--- src/lr_pkg.sv ---
package lr_pkg;

	typedef logic [7:0]  byte_t;   // data word on the bus and in registers.
	typedef logic [15:0] addr_t;   // bus address.

	// ~~~~~~~~~~~~~~~~~~~~~~~~~~~~~~~~~~~~~~~~~~~~~~~~~~
	// opcode fields.
	// ~~~~~~~~~~~~~~~~~~~~~~~~~~~~~~~~~~~~~~~~~~~~~~~~~~

	// register codes in opcode field order, code 6 is the (hl) operand.
	typedef enum logic [2:0] {
		sel_b, sel_c, sel_d, sel_e, sel_h, sel_l, sel_ind_hl, sel_a
	} reg_sel_t;

	// alu group, opcode bits 5:3.
	typedef enum logic [2:0] {
		alu_add, alu_adc, alu_sub, alu_sbc, alu_and, alu_xor, alu_or, alu_cp
	} alu_op_t;

	typedef enum logic [1:0] {
		fop_cpl, fop_scf, fop_ccf
	} flag_op_t;

	typedef enum logic [2:0] {
		cond_always, cond_nz, cond_z, cond_nc, cond_c
	} cond_t;

	typedef enum logic [2:0] {
		uop_nop, uop_load, uop_alu, uop_incdec, uop_flag_op, uop_branch
	} uop_kind_t;

	// one machine cycle per state.
	typedef enum logic [5:0] {
		st_ifetch         = 6'b000001,
		st_imml_fetch     = 6'b000010,
		st_immh_fetch     = 6'b000100,
		st_indirect_fetch = 6'b001000,
		st_indirect_store = 6'b010000,
		st_jump           = 6'b100000
	} seq_state_t;

	// single opcodes picked out by the decoder.
	localparam byte_t op_nop  = 8'h00;
	localparam byte_t op_halt = 8'h76;
	localparam byte_t op_cpl  = 8'h2f;
	localparam byte_t op_scf  = 8'h37;
	localparam byte_t op_ccf  = 8'h3f;
	localparam byte_t op_jp   = 8'hc3;
	localparam byte_t op_jr   = 8'h18;

	// ~~~~~~~~~~~~~~~~~~~~~~~~~~~~~~~~~~~~~~~~~~~~~~~~~~
	// stage payloads.
	// ~~~~~~~~~~~~~~~~~~~~~~~~~~~~~~~~~~~~~~~~~~~~~~~~~~

	typedef struct packed {
		logic z;   // zero.
		logic n;   // subtract.
		logic h;   // half carry.
		logic c;   // carry.
	} flags_t;

	typedef struct packed {
		uop_kind_t kind;
		alu_op_t   alu_op;
		reg_sel_t  src;
		reg_sel_t  dst;
		logic      dec;     // inc/dec picks decrement.
		flag_op_t  fop;
		cond_t     cond;
	} uop_t;

	typedef struct packed {
		byte_t  a;
		byte_t  b;
		byte_t  c;
		byte_t  d;
		byte_t  e;
		byte_t  h;
		byte_t  l;
		flags_t f;
	} regs_t;

	typedef struct packed {
		logic     we;       // register write.
		reg_sel_t dst;
		byte_t    value;
		flags_t   fmask;    // flag bits to update.
		flags_t   flags;
	} wb_t;

	// operand read, code 6 returns the immediate / memory latch.
	function automatic byte_t sel_reg(regs_t regs, reg_sel_t sel, byte_t imm);
		case (sel)
			sel_b:      sel_reg = regs.b;
			sel_c:      sel_reg = regs.c;
			sel_d:      sel_reg = regs.d;
			sel_e:      sel_reg = regs.e;
			sel_h:      sel_reg = regs.h;
			sel_l:      sel_reg = regs.l;
			sel_ind_hl: sel_reg = imm;
			default:    sel_reg = regs.a;
		endcase
	endfunction

endpackage
--- src/lr_core.sv ---
module lr_core import lr_pkg::*; #(
	parameter addr_t reset_pc = 16'h0000
) (
	input  logic   clk,
	input  logic   reset,
	input  byte_t  din,
	output addr_t  adr,
	output byte_t  dout,
	output logic   read,
	output logic   write,
	output logic   halted,
	output addr_t  pc,
	output flags_t flags
);

	regs_t regs;          // committed register state.
	uop_t  uop;
	byte_t imm;
	wb_t   wb;
	logic  take_branch;
	logic  commit;

	// bus, sequencer and decode.
	fetch_decode #(
		.reset_pc(reset_pc)
	) fetch_decode_i (
		.clk(clk),
		.reset(reset),
		.din(din),
		.regs(regs),
		.take_branch(take_branch),
		.adr(adr),
		.dout(dout),
		.read(read),
		.write(write),
		.pc(pc),
		.halted(halted),
		.uop(uop),
		.imm(imm),
		.commit(commit)
	);

	alu_execute alu_execute_i (
		.uop(uop),
		.imm(imm),
		.regs(regs),
		.wb(wb),
		.take_branch(take_branch)
	);

	reg_writeback reg_writeback_i (
		.clk(clk),
		.reset(reset),
		.commit(commit),
		.wb(wb),
		.regs(regs)
	);

	assign flags = regs.f;

endmodule

--- src/fetch_decode.sv ---
module fetch_decode import lr_pkg::*; #(
	parameter addr_t reset_pc = 16'h0000
) (
	input  logic  clk,
	input  logic  reset,
	input  byte_t din,
	input  regs_t regs,
	input  logic  take_branch,
	output addr_t adr,
	output byte_t dout,
	output logic  read,
	output logic  write,
	output addr_t pc,
	output logic  halted,
	output uop_t  uop,
	output byte_t imm,
	output logic  commit
);

	seq_state_t state_q, state_d;
	logic [1:0] cycle_q;      // clock within the machine cycle.
	byte_t      din_q;
	byte_t      op_q;
	byte_t      imm_hi_q;     // high byte of a jp target.
	logic       fetching;
	logic       reading;
	logic       uses_hl_src;
	logic       from_imm;
	logic       from_mem;
	logic       to_mem;

	// ~~~~~~~~~~~~~~~~~~~~~~~~~~~~~~~~~~~~~~~~~~~~~~~~~~
	// opcode decode.
	// ~~~~~~~~~~~~~~~~~~~~~~~~~~~~~~~~~~~~~~~~~~~~~~~~~~

	always_comb begin
		uop = '{kind: uop_nop, alu_op: alu_op_t'(op_q[5:3]), src: reg_sel_t'(op_q[2:0]),
			dst: reg_sel_t'(op_q[5:3]), dec: op_q[0], fop: fop_cpl, cond: cond_always};
		casez (op_q)
			op_halt: ;                                 // sequencer stops after it.
			8'b01??_????: uop.kind = uop_load;         // ld r,r' and the (hl) forms.
			8'b10??_????: begin
				uop.kind = uop_alu;
				uop.dst  = sel_a;
			end
			8'b11??_?110: begin                        // alu a,d8.
				uop.kind = uop_alu;
				uop.src  = sel_ind_hl;
				uop.dst  = sel_a;
			end
			8'b00??_?110: begin                        // ld r,d8.
				uop.kind = uop_load;
				uop.src  = sel_ind_hl;
			end
			8'b00??_?10?: if (op_q[5:3] != 3'd6) begin // inc/dec (hl) is not decoded.
				uop.kind = uop_incdec;
				uop.src  = reg_sel_t'(op_q[5:3]);
			end
			op_cpl: begin
				uop.kind = uop_flag_op;
				uop.dst  = sel_a;
			end
			op_scf: begin
				uop.kind = uop_flag_op;
				uop.fop  = fop_scf;
			end
			op_ccf: begin
				uop.kind = uop_flag_op;
				uop.fop  = fop_ccf;
			end
			op_jp, op_jr: uop.kind = uop_branch;
			8'b110?_?010, 8'b001?_?000: begin          // jp cc and jr cc.
				uop.kind = uop_branch;
				uop.cond = cond_t'({1'b0, op_q[4:3]} + 3'd1);
			end
			default: ;                                 // anything else runs as nop.
		endcase
	end

	// code 6 means d8 for one half of each group and (hl) for the other.
	assign uses_hl_src = (uop.kind == uop_load || uop.kind == uop_alu) && uop.src == sel_ind_hl;
	assign from_mem    = uses_hl_src && (op_q[6] ^ (uop.kind == uop_alu));
	assign from_imm    = (uses_hl_src && !from_mem) || uop.kind == uop_branch;
	assign to_mem      = uop.kind == uop_load && uop.dst == sel_ind_hl;

	// ~~~~~~~~~~~~~~~~~~~~~~~~~~~~~~~~~~~~~~~~~~~~~~~~~~
	// sequencer, decided in cycle 3.
	// ~~~~~~~~~~~~~~~~~~~~~~~~~~~~~~~~~~~~~~~~~~~~~~~~~~

	always_comb begin
		state_d = st_ifetch;
		case (state_q)
			st_ifetch: begin
				if (from_imm)
					state_d = st_imml_fetch;
				else if (from_mem)
					state_d = st_indirect_fetch;
				else if (to_mem)
					state_d = st_indirect_store;
			end
			st_imml_fetch: begin
				if (uop.kind == uop_branch && op_q[7])
					state_d = st_immh_fetch;   // jp needs the high byte.
				else if (uop.kind == uop_branch && take_branch)
					state_d = st_jump;
				else if (to_mem)
					state_d = st_indirect_store;
			end
			st_immh_fetch:
				if (take_branch)
					state_d = st_jump;
			default: ;                          // read, store and jump end the instruction.
		endcase
	end

	assign fetching = state_q inside {st_ifetch, st_imml_fetch, st_immh_fetch};
	assign reading  = fetching || state_q == st_indirect_fetch;
	assign commit   = cycle_q == 2'd3 && state_d == st_ifetch;

	always_ff @(posedge clk) begin
		if (reset) begin
			state_q <= st_ifetch;
			cycle_q <= 2'd0;
			pc      <= reset_pc;
			op_q    <= op_nop;
			read    <= 1'b0;
			write   <= 1'b0;
			halted  <= 1'b0;
		end else begin
			read  <= reading && !cycle_q[1] && !halted;   // high in cycles 1 and 2.
			write <= (cycle_q == 2'd3 && state_d == st_indirect_store) ||
				(state_q == st_indirect_store && cycle_q == 2'd0);
			if (!halted)
				cycle_q <= cycle_q + 2'd1;
			if (cycle_q == 2'd3)
				state_q <= state_d;
			if (fetching && cycle_q == 2'd1)
				pc <= pc + 16'd1;
			if (state_q == st_ifetch && cycle_q == 2'd2)
				op_q <= din_q;
			if (state_q == st_jump && cycle_q == 2'd3)
				pc <= op_q[7] ? {imm_hi_q, imm} : pc + {{8{imm[7]}}, imm};
			if (commit && op_q == op_halt)
				halted <= 1'b1;   // only reset leaves halt.
		end
	end

	// bus address, store data and byte latches.
	always_ff @(posedge clk) begin
		din_q <= din;
		if (fetching && cycle_q == 2'd0 && !halted) begin
			adr <= pc;
		end else if (cycle_q == 2'd3 &&
			(state_d == st_indirect_fetch || state_d == st_indirect_store)) begin
			adr  <= {regs.h, regs.l};
			dout <= sel_reg(regs, uop.src, imm);   // d8 or source register.
		end
		if (cycle_q == 2'd2) begin
			case (state_q)
				st_imml_fetch:     imm      <= din_q;
				st_immh_fetch:     imm_hi_q <= din_q;
				st_indirect_fetch: imm      <= din_q;   // (hl) operand.
				default: ;
			endcase
		end
	end

	assert property (@(posedge clk) disable iff (reset) !(read && write));
	// commit lands on the idle bus clock that closes a machine cycle.
	assert property (@(posedge clk) disable iff (reset)
		commit |-> (!read && !write) ##1 cycle_q == 2'd0);

endmodule

--- src/reg_writeback.sv ---
module reg_writeback import lr_pkg::*; (
	input  logic  clk,
	input  logic  reset,
	input  logic  commit,
	input  wb_t   wb,
	output regs_t regs
);

	byte_t  a_q;
	byte_t  b_q;
	byte_t  c_q;
	byte_t  d_q;
	byte_t  e_q;
	byte_t  h_q;
	byte_t  l_q;
	flags_t f_q;   // znhc.

	// ~~~~~~~~~~~~~~~~~~~~~~~~~~~~~~~~~~~~~~~~~~~~~~~~~~
	// register file.
	// ~~~~~~~~~~~~~~~~~~~~~~~~~~~~~~~~~~~~~~~~~~~~~~~~~~

	always_ff @(posedge clk) begin
		if (reset) begin
			a_q <= 8'h00;
			b_q <= 8'h00;
			c_q <= 8'h00;
			d_q <= 8'h00;
			e_q <= 8'h00;
			h_q <= 8'h00;
			l_q <= 8'h00;
			f_q <= '0;
		end else if (commit) begin
			if (wb.we) begin
				case (wb.dst)
					sel_b:   b_q <= wb.value;
					sel_c:   c_q <= wb.value;
					sel_d:   d_q <= wb.value;
					sel_e:   e_q <= wb.value;
					sel_h:   h_q <= wb.value;
					sel_l:   l_q <= wb.value;
					sel_a:   a_q <= wb.value;
					default: ;   // (hl) lives in memory.
				endcase
			end
			// masked flag update, unmasked bits hold.
			f_q <= (wb.fmask & wb.flags) | (~wb.fmask & f_q);
		end
	end

	assign regs = '{
		a: a_q,
		b: b_q,
		c: c_q,
		d: d_q,
		e: e_q,
		h: h_q,
		l: l_q,
		f: f_q
	};

	// a committed register write never carries the (hl) code.
	assert property (@(posedge clk) disable iff (reset)
		commit && wb.we |-> wb.dst != sel_ind_hl);

endmodule

--- src/alu_execute.sv ---
module alu_execute import lr_pkg::*; (
	input  uop_t  uop,
	input  byte_t imm,
	input  regs_t regs,
	output wb_t   wb,
	output logic  take_branch
);

	byte_t      opd;
	logic       cin;
	logic [8:0] sum;         // bit 8 is carry or borrow.
	logic [4:0] half;        // bit 4 is carry or borrow out of bit 3.
	byte_t      alu_res;
	flags_t     alu_flags;
	byte_t      idc_res;
	flags_t     idc_flags;

	assign opd = sel_reg(regs, uop.src, imm);
	assign cin = (uop.alu_op == alu_adc || uop.alu_op == alu_sbc) && regs.f.c;

	// ~~~~~~~~~~~~~~~~~~~~~~~~~~~~~~~~~~~~~~~~~~~~~~~~~~
	// 8-bit alu.
	// ~~~~~~~~~~~~~~~~~~~~~~~~~~~~~~~~~~~~~~~~~~~~~~~~~~

	always_comb begin
		sum       = 9'h000;
		half      = 5'h00;
		alu_flags = '0;
		case (uop.alu_op)
			alu_add, alu_adc: begin
				sum         = {1'b0, regs.a} + {1'b0, opd} + {8'h00, cin};
				half        = {1'b0, regs.a[3:0]} + {1'b0, opd[3:0]} + {4'h0, cin};
				alu_flags.h = half[4];
				alu_flags.c = sum[8];
			end
			alu_sub, alu_sbc, alu_cp: begin
				sum         = {1'b0, regs.a} - {1'b0, opd} - {8'h00, cin};
				half        = {1'b0, regs.a[3:0]} - {1'b0, opd[3:0]} - {4'h0, cin};
				alu_flags.n = 1'b1;
				alu_flags.h = half[4];
				alu_flags.c = sum[8];
			end
			alu_and: begin
				sum         = {1'b0, regs.a & opd};
				alu_flags.h = 1'b1;
			end
			alu_xor: sum = {1'b0, regs.a ^ opd};
			default: sum = {1'b0, regs.a | opd};
		endcase
		alu_res     = sum[7:0];
		alu_flags.z = alu_res == 8'h00;
	end

	// inc/dec keeps the carry.
	always_comb begin
		idc_res     = uop.dec ? opd - 8'd1 : opd + 8'd1;
		idc_flags.z = idc_res == 8'h00;
		idc_flags.n = uop.dec;
		idc_flags.h = uop.dec ? opd[3:0] == 4'h0 : opd[3:0] == 4'hf;
		idc_flags.c = regs.f.c;
	end

	// ~~~~~~~~~~~~~~~~~~~~~~~~~~~~~~~~~~~~~~~~~~~~~~~~~~
	// result select.
	// ~~~~~~~~~~~~~~~~~~~~~~~~~~~~~~~~~~~~~~~~~~~~~~~~~~

	always_comb begin
		wb = '{we: 1'b0, dst: uop.dst, value: opd, fmask: '0, flags: '0};
		case (uop.kind)
			uop_load: wb.we = uop.dst != sel_ind_hl;   // a store goes out on the bus.
			uop_alu: begin
				wb.we    = uop.alu_op != alu_cp;      // cp only sets flags.
				wb.value = alu_res;
				wb.fmask = 4'hf;
				wb.flags = alu_flags;
			end
			uop_incdec: begin
				wb.we    = 1'b1;
				wb.value = idc_res;
				wb.fmask = '{z: 1'b1, n: 1'b1, h: 1'b1, c: 1'b0};
				wb.flags = idc_flags;
			end
			uop_flag_op: begin
				wb.we    = uop.fop == fop_cpl;
				wb.value = ~regs.a;
				wb.fmask = '{z: 1'b0, n: 1'b1, h: 1'b1, c: uop.fop != fop_cpl};
				wb.flags = '{z: 1'b0, n: uop.fop == fop_cpl, h: uop.fop == fop_cpl,
					c: uop.fop == fop_scf || !regs.f.c};
			end
			default: ;                                  // nop and branch write nothing.
		endcase
	end

	// condition against the committed flags.
	always_comb begin
		case (uop.cond)
			cond_always: take_branch = 1'b1;
			cond_nz:     take_branch = !regs.f.z;
			cond_z:      take_branch = regs.f.z;
			cond_nc:     take_branch = !regs.f.c;
			cond_c:      take_branch = regs.f.c;
			default:     take_branch = 1'b0;
		endcase
	end

	always_comb begin
		if (uop.kind == uop_alu && wb.we)
			assert (uop.dst != sel_ind_hl);
	end

endmodule

--- config.mk ---
export PLATFORM = sky130hd
export DESIGN_NAME = lr_core
export DESIGN_NICKNAME = d
export VERILOG_FILES = /design/src/lr_pkg.sv /design/src/lr_core.sv /design/src/fetch_decode.sv /design/src/reg_writeback.sv /design/src/alu_execute.sv
export SDC_FILE = /design/constraint.sdc
export NUM_CORES = 1
export LEC_CHECK = 0
export ABC_AREA = 1
export BUFFER_PORTS_ARGS = -buffer_cell sky130_fd_sc_hd__buf_2
export CELL_PAD_IN_SITES_DETAIL_PLACEMENT = 0
export CELL_PAD_IN_SITES_GLOBAL_PLACEMENT = 2
export CORE_MARGIN = 5
export CORE_UTILIZATION = 28
export CTS_CLUSTER_DIAMETER = 100
export DETAILED_ROUTE_END_ITERATION = 7
export GPL_TIMING_DRIVEN = 0
export MAX_ROUTING_LAYER = met4
export PLACE_DENSITY_LB_ADDON = 0.05
export SETUP_SLACK_MARGIN = 0.2
export SLEW_MARGIN = 20
export SYNTH_ARGS = -nofsm -noshare
export SYNTH_HDL_FRONTEND = slang
export SYNTH_HIERARCHICAL = 1
export SYNTH_SLANG_ARGS = --single-unit
export TNS_END_PERCENT = 5
--- constraint.sdc ---
create_clock -name clk -period 4.8 [get_ports clk]
set_input_delay 0.48 -clock clk [delete_from_list [all_inputs] [get_ports clk]]
set_output_delay 0.48 -clock clk [all_outputs]
set_load 0.02 [all_outputs]
== Yosys cells after proc, flatten, opt, wreduce, memory -nomap -nowiden ==
Cells that the tools add are included.

* Register bits: 143
* Bits in latches: 0
* Bits in writable memories: 0
* Bits in read-only memories: 0
* Logic and storage cells: 203
* Memories kept: 0

* $add $sub $neg: 14
* Multipliers: 0
* Divide/modulo/power cells: 0
* Magnitude comparators: 0
* Equality and inequality tests: 58
* Shift operators: 0
* Multiplexer cells: 34
* Bitwise operators: 10
* Reductions and logical operators: 64

{| class="wikitable"
|+ Operators with widths
! operator !! count
|-
| two-way mux 16 bit || 5
|-
| case mux 8 bit (7 select lines) || 1
|-
| case mux 16 bit (3 select lines) || 1
|-
| == test 3 bit (second input constant) || 13
|-
| case mux 8 bit (4 select lines) || 1
|-
| == test 3 x 2 -> 1 bit (second input constant) || 10
|-
| two-way mux 6 bit || 5
|-
| == test 8 x 6 -> 1 bit (second input constant) || 3
|-
| two-way mux 3 bit || 7
|-
| AND reduction 3 bit || 7
|-
| logical AND 1 bit || 19
|-
| == test 6 x 4 -> 1 bit (second input constant) || 3
|-
| case mux 6 bit (3 select lines) || 1
|-
| adder 16 x 1 -> 16 bit (second input constant) || 1
|-
| adder 16 bit || 1
|-
| zero test 8 bit || 2
|-
| == test 3 x 1 -> 1 bit (second input constant) || 5
|-
| case mux 3 bit (5 select lines) || 1
|-
| == test 6 x 1 -> 1 bit (second input constant) || 2
|-
| == test 6 x 5 -> 1 bit (second input constant) || 2
|-
| == test 6 bit (second input constant) || 2
|-
| zero test 3 bit || 4
|-
| OR reduction 2 bit || 6
|-
| adder 8 x 8 -> 9 bit || 1
|-
| 51 further kinds || 77
|}

== Longest topological paths before layout ==
Gate-level depths: netlist of the first run.

* Word-level depth: 18
* Gate-level depth with buffers: 37
* Gate-level depth less buffers: 36

== Modules after synthesis ==
The synthesis of the first run kept the hierarchy.

{| class="wikitable"
|+ By module, submodules not included
! module !! times used !! cells each !! area each (sq um) !! sequential area each (sq um)
|-
| fetch_decode || 1 || 693 || 5,211.2 || 2,062.0
|-
| alu_execute || 1 || 538 || 2,829.0 || 0.0
|-
| reg_writeback || 1 || 348 || 2,581.2 || 1,201.2
|}

== Worst setup path before layout of the first run ==
No wires, ideal clock.

* Kind: reg-to-reg
* Start point: register fetch_decode_i.op_q[3]
* End point: register reg_writeback_i.h_q[7]
* Arrival: 3.975 ns
* Required time: 4.687 ns
* Slack: 0.712 ns
* Stages on the path, launching flop included: 35
* Clock period less this slack: 4.088 ns
* Path through: dfxtp_1 -> inv_1 -> ha_1 -> nand2_1 -> o21ai_0 -> nand2_1 -> inv_1 -> a21oi_4 -> inv_1 -> buf_6 -> nor2_4 -> nand2_1 -> inv_1 -> o2bb2ai_1 -> nor2_1 -> o2111ai_1 -> o21ai_0 -> inv_1 -> ha_1 -> inv_1 -> ha_1 -> nand2_1 -> nand2_1 -> a21oi_1 -> nand3b_1 -> nand3_1 -> nand3_1 -> nand3_1 -> nand2_1 -> inv_1 -> nand3_1 -> inv_1 -> nand3_1 -> nand2_1 -> nor2_1

{| class="wikitable"
|+ RTL lines
! what !! line !! text
|-
| start: declaration || fetch_decode.sv:23 || <nowiki>byte_t op_q;</nowiki>
|-
| start signal: assignment || fetch_decode.sv:125 || <nowiki>op_q <= op_nop;</nowiki>
|-
| start signal: assignment || fetch_decode.sv:140 || <nowiki>op_q <= din_q;</nowiki>
|-
| end signal: assignment || reg_writeback.sv:39 || <nowiki>sel_h: h_q <= wb.value;</nowiki>
|-
| end: declaration || reg_writeback.sv:14 || <nowiki>byte_t h_q;</nowiki>
|}

==> flow_summary.toml, run 1 <==
[status]
status = "finished clean"

[grt]
grt_pass1_vias = 10513
antenna_found_initial = 0
gr-total-overflow = 0
grt_usage_pct = 21.1
grt_pass1_wl_mm = 65.0
grt_max_degree = 17

[clocking]
clk_latency_ns = 0.45
cts_tree = "yes"
htree_levels = 4
clock_path_buffers = 2
clock_sinks = 143
path_clk_slew_ns = 0.06
cts_root_buf = "clkbuf_16"
cts_buffers = 17

[worst_hold_path]
min_path_type = "in -> reg"
min_to = "fetch_decode_i/din_q[5]$_DFF_P_"
worstHoldStart = "din[5]"
holdPathStages = 1

[drt]
drc_errors = 0
antenna_left = 0
dr.first_iter.drc_count = 695
wl_met3_mm = 1.34
wl_met1_mm = 20.9
vias = 10839
routedWlPerCell_um = 19.4
vias_per_cell = 4.89
wl_met2_mm = 20.0
drtPass1Iterations = 5
dr.max_layer_used = "met4"
routed_wl_mm = 43.0

[critical_path]
reg2reg_depth = 30
worstSetupEndpointType = "flop"
worstReg2RegEnd = "reg_writeback_i/b_q[2]$_SDFFE_PP0P_"
r2r-start = "fetch_decode_i/op_q[3]$_SDFFE_PP0P_"
r2r_setup_slack_ns = 0.51
critPathLaunchType = "flop"
worstPathRequired_ns = 5.14
cp_slowest_cell = "fa_1"
path_class = "reg -> reg"
worst_path_most_repeated_cell = "nand2_1"
path_max_fanout = 7
worstPathArrival_ns = 4.63
max_stage_delay_ns = 0.50

[floorplanning]
io_pins = 57
initial_core_util_pct = 28.3
rows = 71
die_area_um2 = 41900
die_height_um = 205
core_um2 = 37600
die_x_um = 205

[sta]
hold_slack_ns = 0.143
fin_crit_sh_pct = 89.3
finalMaxSlewViolations = 0
fin_setup_tns_ns = 0
setup_viol = 0
finClkSkew_ns = 0.0248
hold_viol = 0
min_period_ns = 4.29
rsz0062_at_grt = "true"
max_slew_margin_pct = 41.4
fmax_mhz = 233
tightest_slew_ns = 0.874

[yosys]
synth_area_leader_cell = "dfxtp_1"
synth_edf_count = 40
synth_cell_type_count = 58
avgSynthCellArea_um2 = 6.73
synth_seq_cells = 143
syn-num-nets = 1652
synth_ff_type = "dfxtp_1"
async_reset_ff_share_pct = 0
syn_area_um2 = 10600
synth_top_cell_area_share_pct = 19.4
yosysSeqAreaShare_pct = 30.7
synth_area_leaders = "dfxtp_1 19%, nand2_1 13%, edfxtp_1 11%, nand3_1 7.9%, nor2_1 7.2%"
yosysWarnings = 6
syn_inst = 1579

[cells_and_area]
area_growth_syn_to_layout_pct = 20.9
stdcell_area_um2 = 12800
diodes = 0
fin_cells = 2215
final_common_cell = "nand2_1"
final_cell_mix = "342 x nand2_1, 197 x nor2_1, 179 x inv_1"
fill_cells = 4168
drive_gt1_share_pct = 17.2
final_nets = 1764
layout_top_registers = "fetch_decode_i/adr (16), fetch_decode_i/pc (16)"

[placement]
dp.cells = 2146
place_area_um2 = 11500
port-buffer-count = 56
post-dp-hpwl_mm = 34.2
place_congestion = 0.870

[power]
powerDensity_nw_per_um2 = 305
total_power_mw = 3.92
p_leak_nw = 5.67
peakVddDrop_v = 0.000224

[job]
max_cap_viol_count = 0
[metrics by stage]
stage	util, %	worst slack (ns)
5_1_grt	34.2	0.156
2_1_floorplan	-	0.712
6_report	34.2	0.511
3_5_place_dp	30.7	-1.03
3_3_place_gp	30.7	-1.11
4_1_cts	33.2	0.173
[critical path: cells and delay by family, from the launching register on]
family / cells / cell delay [ns]
AO/OA/AOI/OAI: 4 / 0.45
AND/OR/NAND/NOR: 16 / 1.54
buffers and inverters: 8 / 1.14
adder cells (fa/ha/maj): 2 / 0.68
flip-flops: 1 / 0.37
[cells in the mapped netlist (all sizes together), types with 5 or more instances]
library cell and number:
inv 212, o211ai 14, a211oi 5, nand3b 5, xor2 12, o22ai 13, dfxtp 103, a31oi 8
nand2 360, fa 5, nand4 27, a21oi 113, buf 41, xnor2 8, a221oi 11, nor3 11
nor2 220, ha 58, nand3 171, clkbuf 12, o21ai 94, edfxtp 40
[how the worst max path moves through the flow]
stage | from | end | slack (ns) | cells past startpoint
final | fetch_decode_i/op_q[3]$_SDFFE_PP0P_ | reg_writeback_i/b_q[2]$_SDFFE_PP0P_ | 0.51 | 30
after global routing | fetch_decode_i/op_q[3]$_SDFFE_PP0P_ | reg_writeback_i/h_q[6]$_SDFFE_PP0P_ | 0.16 | 33
after CTS | fetch_decode_i/op_q[3]$_SDFFE_PP0P_ | reg_writeback_i/l_q[6]$_SDFFE_PP0P_ | 0.17 | 34
after detailed placement | fetch_decode_i/op_q[3]$_SDFFE_PP0P_ | reg_writeback_i/h_q[7]$_SDFFE_PP0P_ | -1.03 | 31
after global placement | fetch_decode_i/op_q[3]$_SDFFE_PP0P_ | reg_writeback_i/l_q[6]$_SDFFE_PP0P_ | -1.11 | 31
after floorplan | fetch_decode_i/op_q[3]$_SDFFE_PP0P_ | reg_writeback_i/h_q[7]$_SDFFE_PP0P_ | 0.71 | 34
[kinds of logic after synthesis]
group | count (synthesis) | synth area share, %
adder cells (fa/ha/maj) | 63 | 7.77
XOR/XNOR | 20 | 1.65
flip-flops | 143 | 30.7
AND/OR/NAND/NOR | 802 | 33.2
AO/OA/AOI/OAI | 285 | 15.7
buffers and inverters | 266 | 11.0
[what timing repair did]
action                                  CTS  global route
hold buffers                              0             0
setup buffers                            16            21
endpoints found under the setup margin   59            58
pin swaps                                 1            16
gates resized for setup                  54            60
[power breakdown]
group / switching (mW) / internal, mW
registers: 0.0672 / 1.31
clock network: 0.601 / 0.785
logic: 0.809 / 0.342
total: 1.48 / 2.44
[routing by layer]
metal	global-route usage, %	vias to the layer above
li1	-	5464
met5	-	-
met4	5.53	0
met1	29.0	5131
met3	2.28	31
met2	33.3	213
[final cells by class]
type / count / area (µm²) / area share [%]
Clock buffer: 20 / 479 / 3.73
Timing Repair Buffer: 93 / 571 / 4.44
Multi-Input combinational cell: 1170 / 6530 / 50.8
Clock inverter: 12 / 120 / 0.935
Tap cell: 511 / 639 / 4.98
Buffer: 53 / 397 / 3.09
Sequential cell: 143 / 3280 / 25.5
Inverter: 213 / 836 / 6.51
Note: power is estimated with default switching activity, not from simulation.
==> run 2: changes to the inputs <==
- BUFFER_PORTS_ARGS: -buffer_cell sky130_fd_sc_hd__buf_2 -> -buffer_cell sky130_fd_sc_hd__buf_4
==> flow_summary.toml, run 2 (synthesis gave the netlist of run 1 again) <==
[worst_hold_path]
min_path_type = "in -> reg"
holdPathStages = 1

[drt]
antenna_left = 0
routed_wl_mm = 43.5
drtPass1Iterations = 5
drc_errors = 0
dr.first_iter.drc_count = 720
vias = 10923
vias_per_cell = 4.92
routedWlPerCell_um = 19.6

[clocking]
clock_sinks = 143
path_clk_slew_ns = 0.07
cts_buffers = 17
cts_root_buf = "clkbuf_16"
htree_levels = 4
hold_buffers = 0
clock_path_buffers = 2
cts_tree = "yes"
clk_latency_ns = 0.46

[critical_path]
path_class = "reg -> reg"
worst_path_most_repeated_cell = "nand2_1"
max_stage_delay_ns = 0.43
worstSetupEndpointType = "flop"
reg2reg_depth = 30
worstPathArrival_ns = 4.73
critPathLaunchType = "flop"
worstPathRequired_ns = 5.14
cp_slowest_cell = "fa_1"
path_max_fanout = 7

[sta]
max_slew_margin_pct = 36.4
min_period_ns = 4.39
setup_viol = 0
finalMaxSlewViolations = 0
rsz0062_at_grt = "true"
hold_viol = 0
fin_ws_ns = 0.414
fmax_mhz = 228
fin_crit_sh_pct = 91.4
tightest_slew_ns = 0.948
finClkSkew_ns = 0.0173

[floorplanning]
core_um2 = 37600
die_x_um = 205
rows = 71
die_area_um2 = 41900
die_height_um = 205
io_pins = 57
initial_core_util_pct = 28.3

[status]
status = "finished clean"

[placement]
post-place-ws_ns = -1.04
post-dp-hpwl_mm = 34.4
place_congestion = 0.864
dp.cells = 2146
port-buffer-count = 56

[cells_and_area]
diodes = 0
fill_cells = 4146
final_cell_mix = "343 x nand2_1, 196 x nor2_1, 179 x inv_1"
area_growth_syn_to_layout_pct = 22.5
final_common_cell = "nand2_1"
fin_cells = 2222
drive_gt1_share_pct = 17.4
layout_top_registers = "fetch_decode_i/adr (16), fetch_decode_i/pc (16)"
final_nets = 1771

[grt]
grt_pass1_wl_mm = 65.2
gr-total-overflow = 0
grt_pass1_vias = 10468
grt_usage_pct = 21.1
antenna_found_initial = 0
grt_max_degree = 17

[power]
p_leak_nw = 5.70
peakVddDrop_v = 0.000225
powerDensity_nw_per_um2 = 303

[job]
max_cap_viol_count = 0
run 2: changes by cell type in the layout (fill, tap and decap cells not counted), sizes merged:
cell    previous run  this run
buf              134       141
clkbuf            32        29
inv              210       213
run 2: area by class of cell:
class                           instances  area, µm²  area share [%]
Multi-Input combinational cell       1170       6520            50.1
Sequential cell                       143       3280            25.2
Inverter                              213        831            6.39
Timing Repair Buffer                  100        773            5.94
Tap cell                              511        639            4.91
Clock buffer                           17        425            3.27
Buffer                                 53        395            3.04
Clock inverter                         15        150            1.15
run 2: critical path, delay by kind of cell, from the launching register on:
family	cells	cell delay [ns]
buf+inv	8	1.20
flops	1	0.37
xor+xnor	1	0.22
simple gates	13	1.23
compound gates	6	0.61
fa+ha+maj	2	0.63
run 2: metal layers:
layer	track usage (%)	up-vias	part of all wire, %
li1	-	5492	-
met1	29.4	5186	50
met2	33.3	206	46
met3	2.34	39	3.1
met4	4.76	0	1.5
met5	-	-	0
run 2: repair_timing:
action / in CTS / in global routing
pin swaps: 4 / 21
gates resized for setup: 52 / 59
endpoints found under the setup margin: 59 / 58
buffers inserted: 16 / 27
cloned: 0 / 1
endpoints found under the hold margin: 0 / 0
run 2: report_power, final:
group / switching (mW) / internal (mW)
logic: 0.816 / 0.390
clock network: 0.620 / 0.729
registers: 0.0705 / 1.31
run 2: worst paths after layout:
| path | startpoint | to | slack [ns] |
|---|---|---|---|
| max | fetch_decode_i/op_q[3]$_SDFFE_PP0P_ | reg_writeback_i/h_q[4]$_SDFFE_PP0P_ | 0.41 |
| min | din[4] | fetch_decode_i/din_q[4]$_DFF_P_ | 0.13 |
| max reg2reg | fetch_decode_i/op_q[3]$_SDFFE_PP0P_ | reg_writeback_i/h_q[4]$_SDFFE_PP0P_ | 0.41 |
| min reg2reg | flop | flop | 0.46 |
run 2: stage by stage:
| step | utilization, % | cell area [µm²] | TNS, ns | total power [mW] | hold WS [ns] |
|---|---|---|---|---|---|
| floorplan | - | 10600 | 0 | 2.10 | 0.420 |
| global placement | 31.1 | 11700 | -46.76 | 2.50 | 0.453 |
| detailed placement | 31.1 | 11700 | -42.27 | 2.50 | 0.458 |
| CTS | 33.5 | 12600 | 0 | 3.91 | 0.103 |
| global route | 34.6 | 13000 | 0 | 4.13 | 0.107 |
| finish | 34.6 | 13000 | 0 | 3.94 | 0.131 |
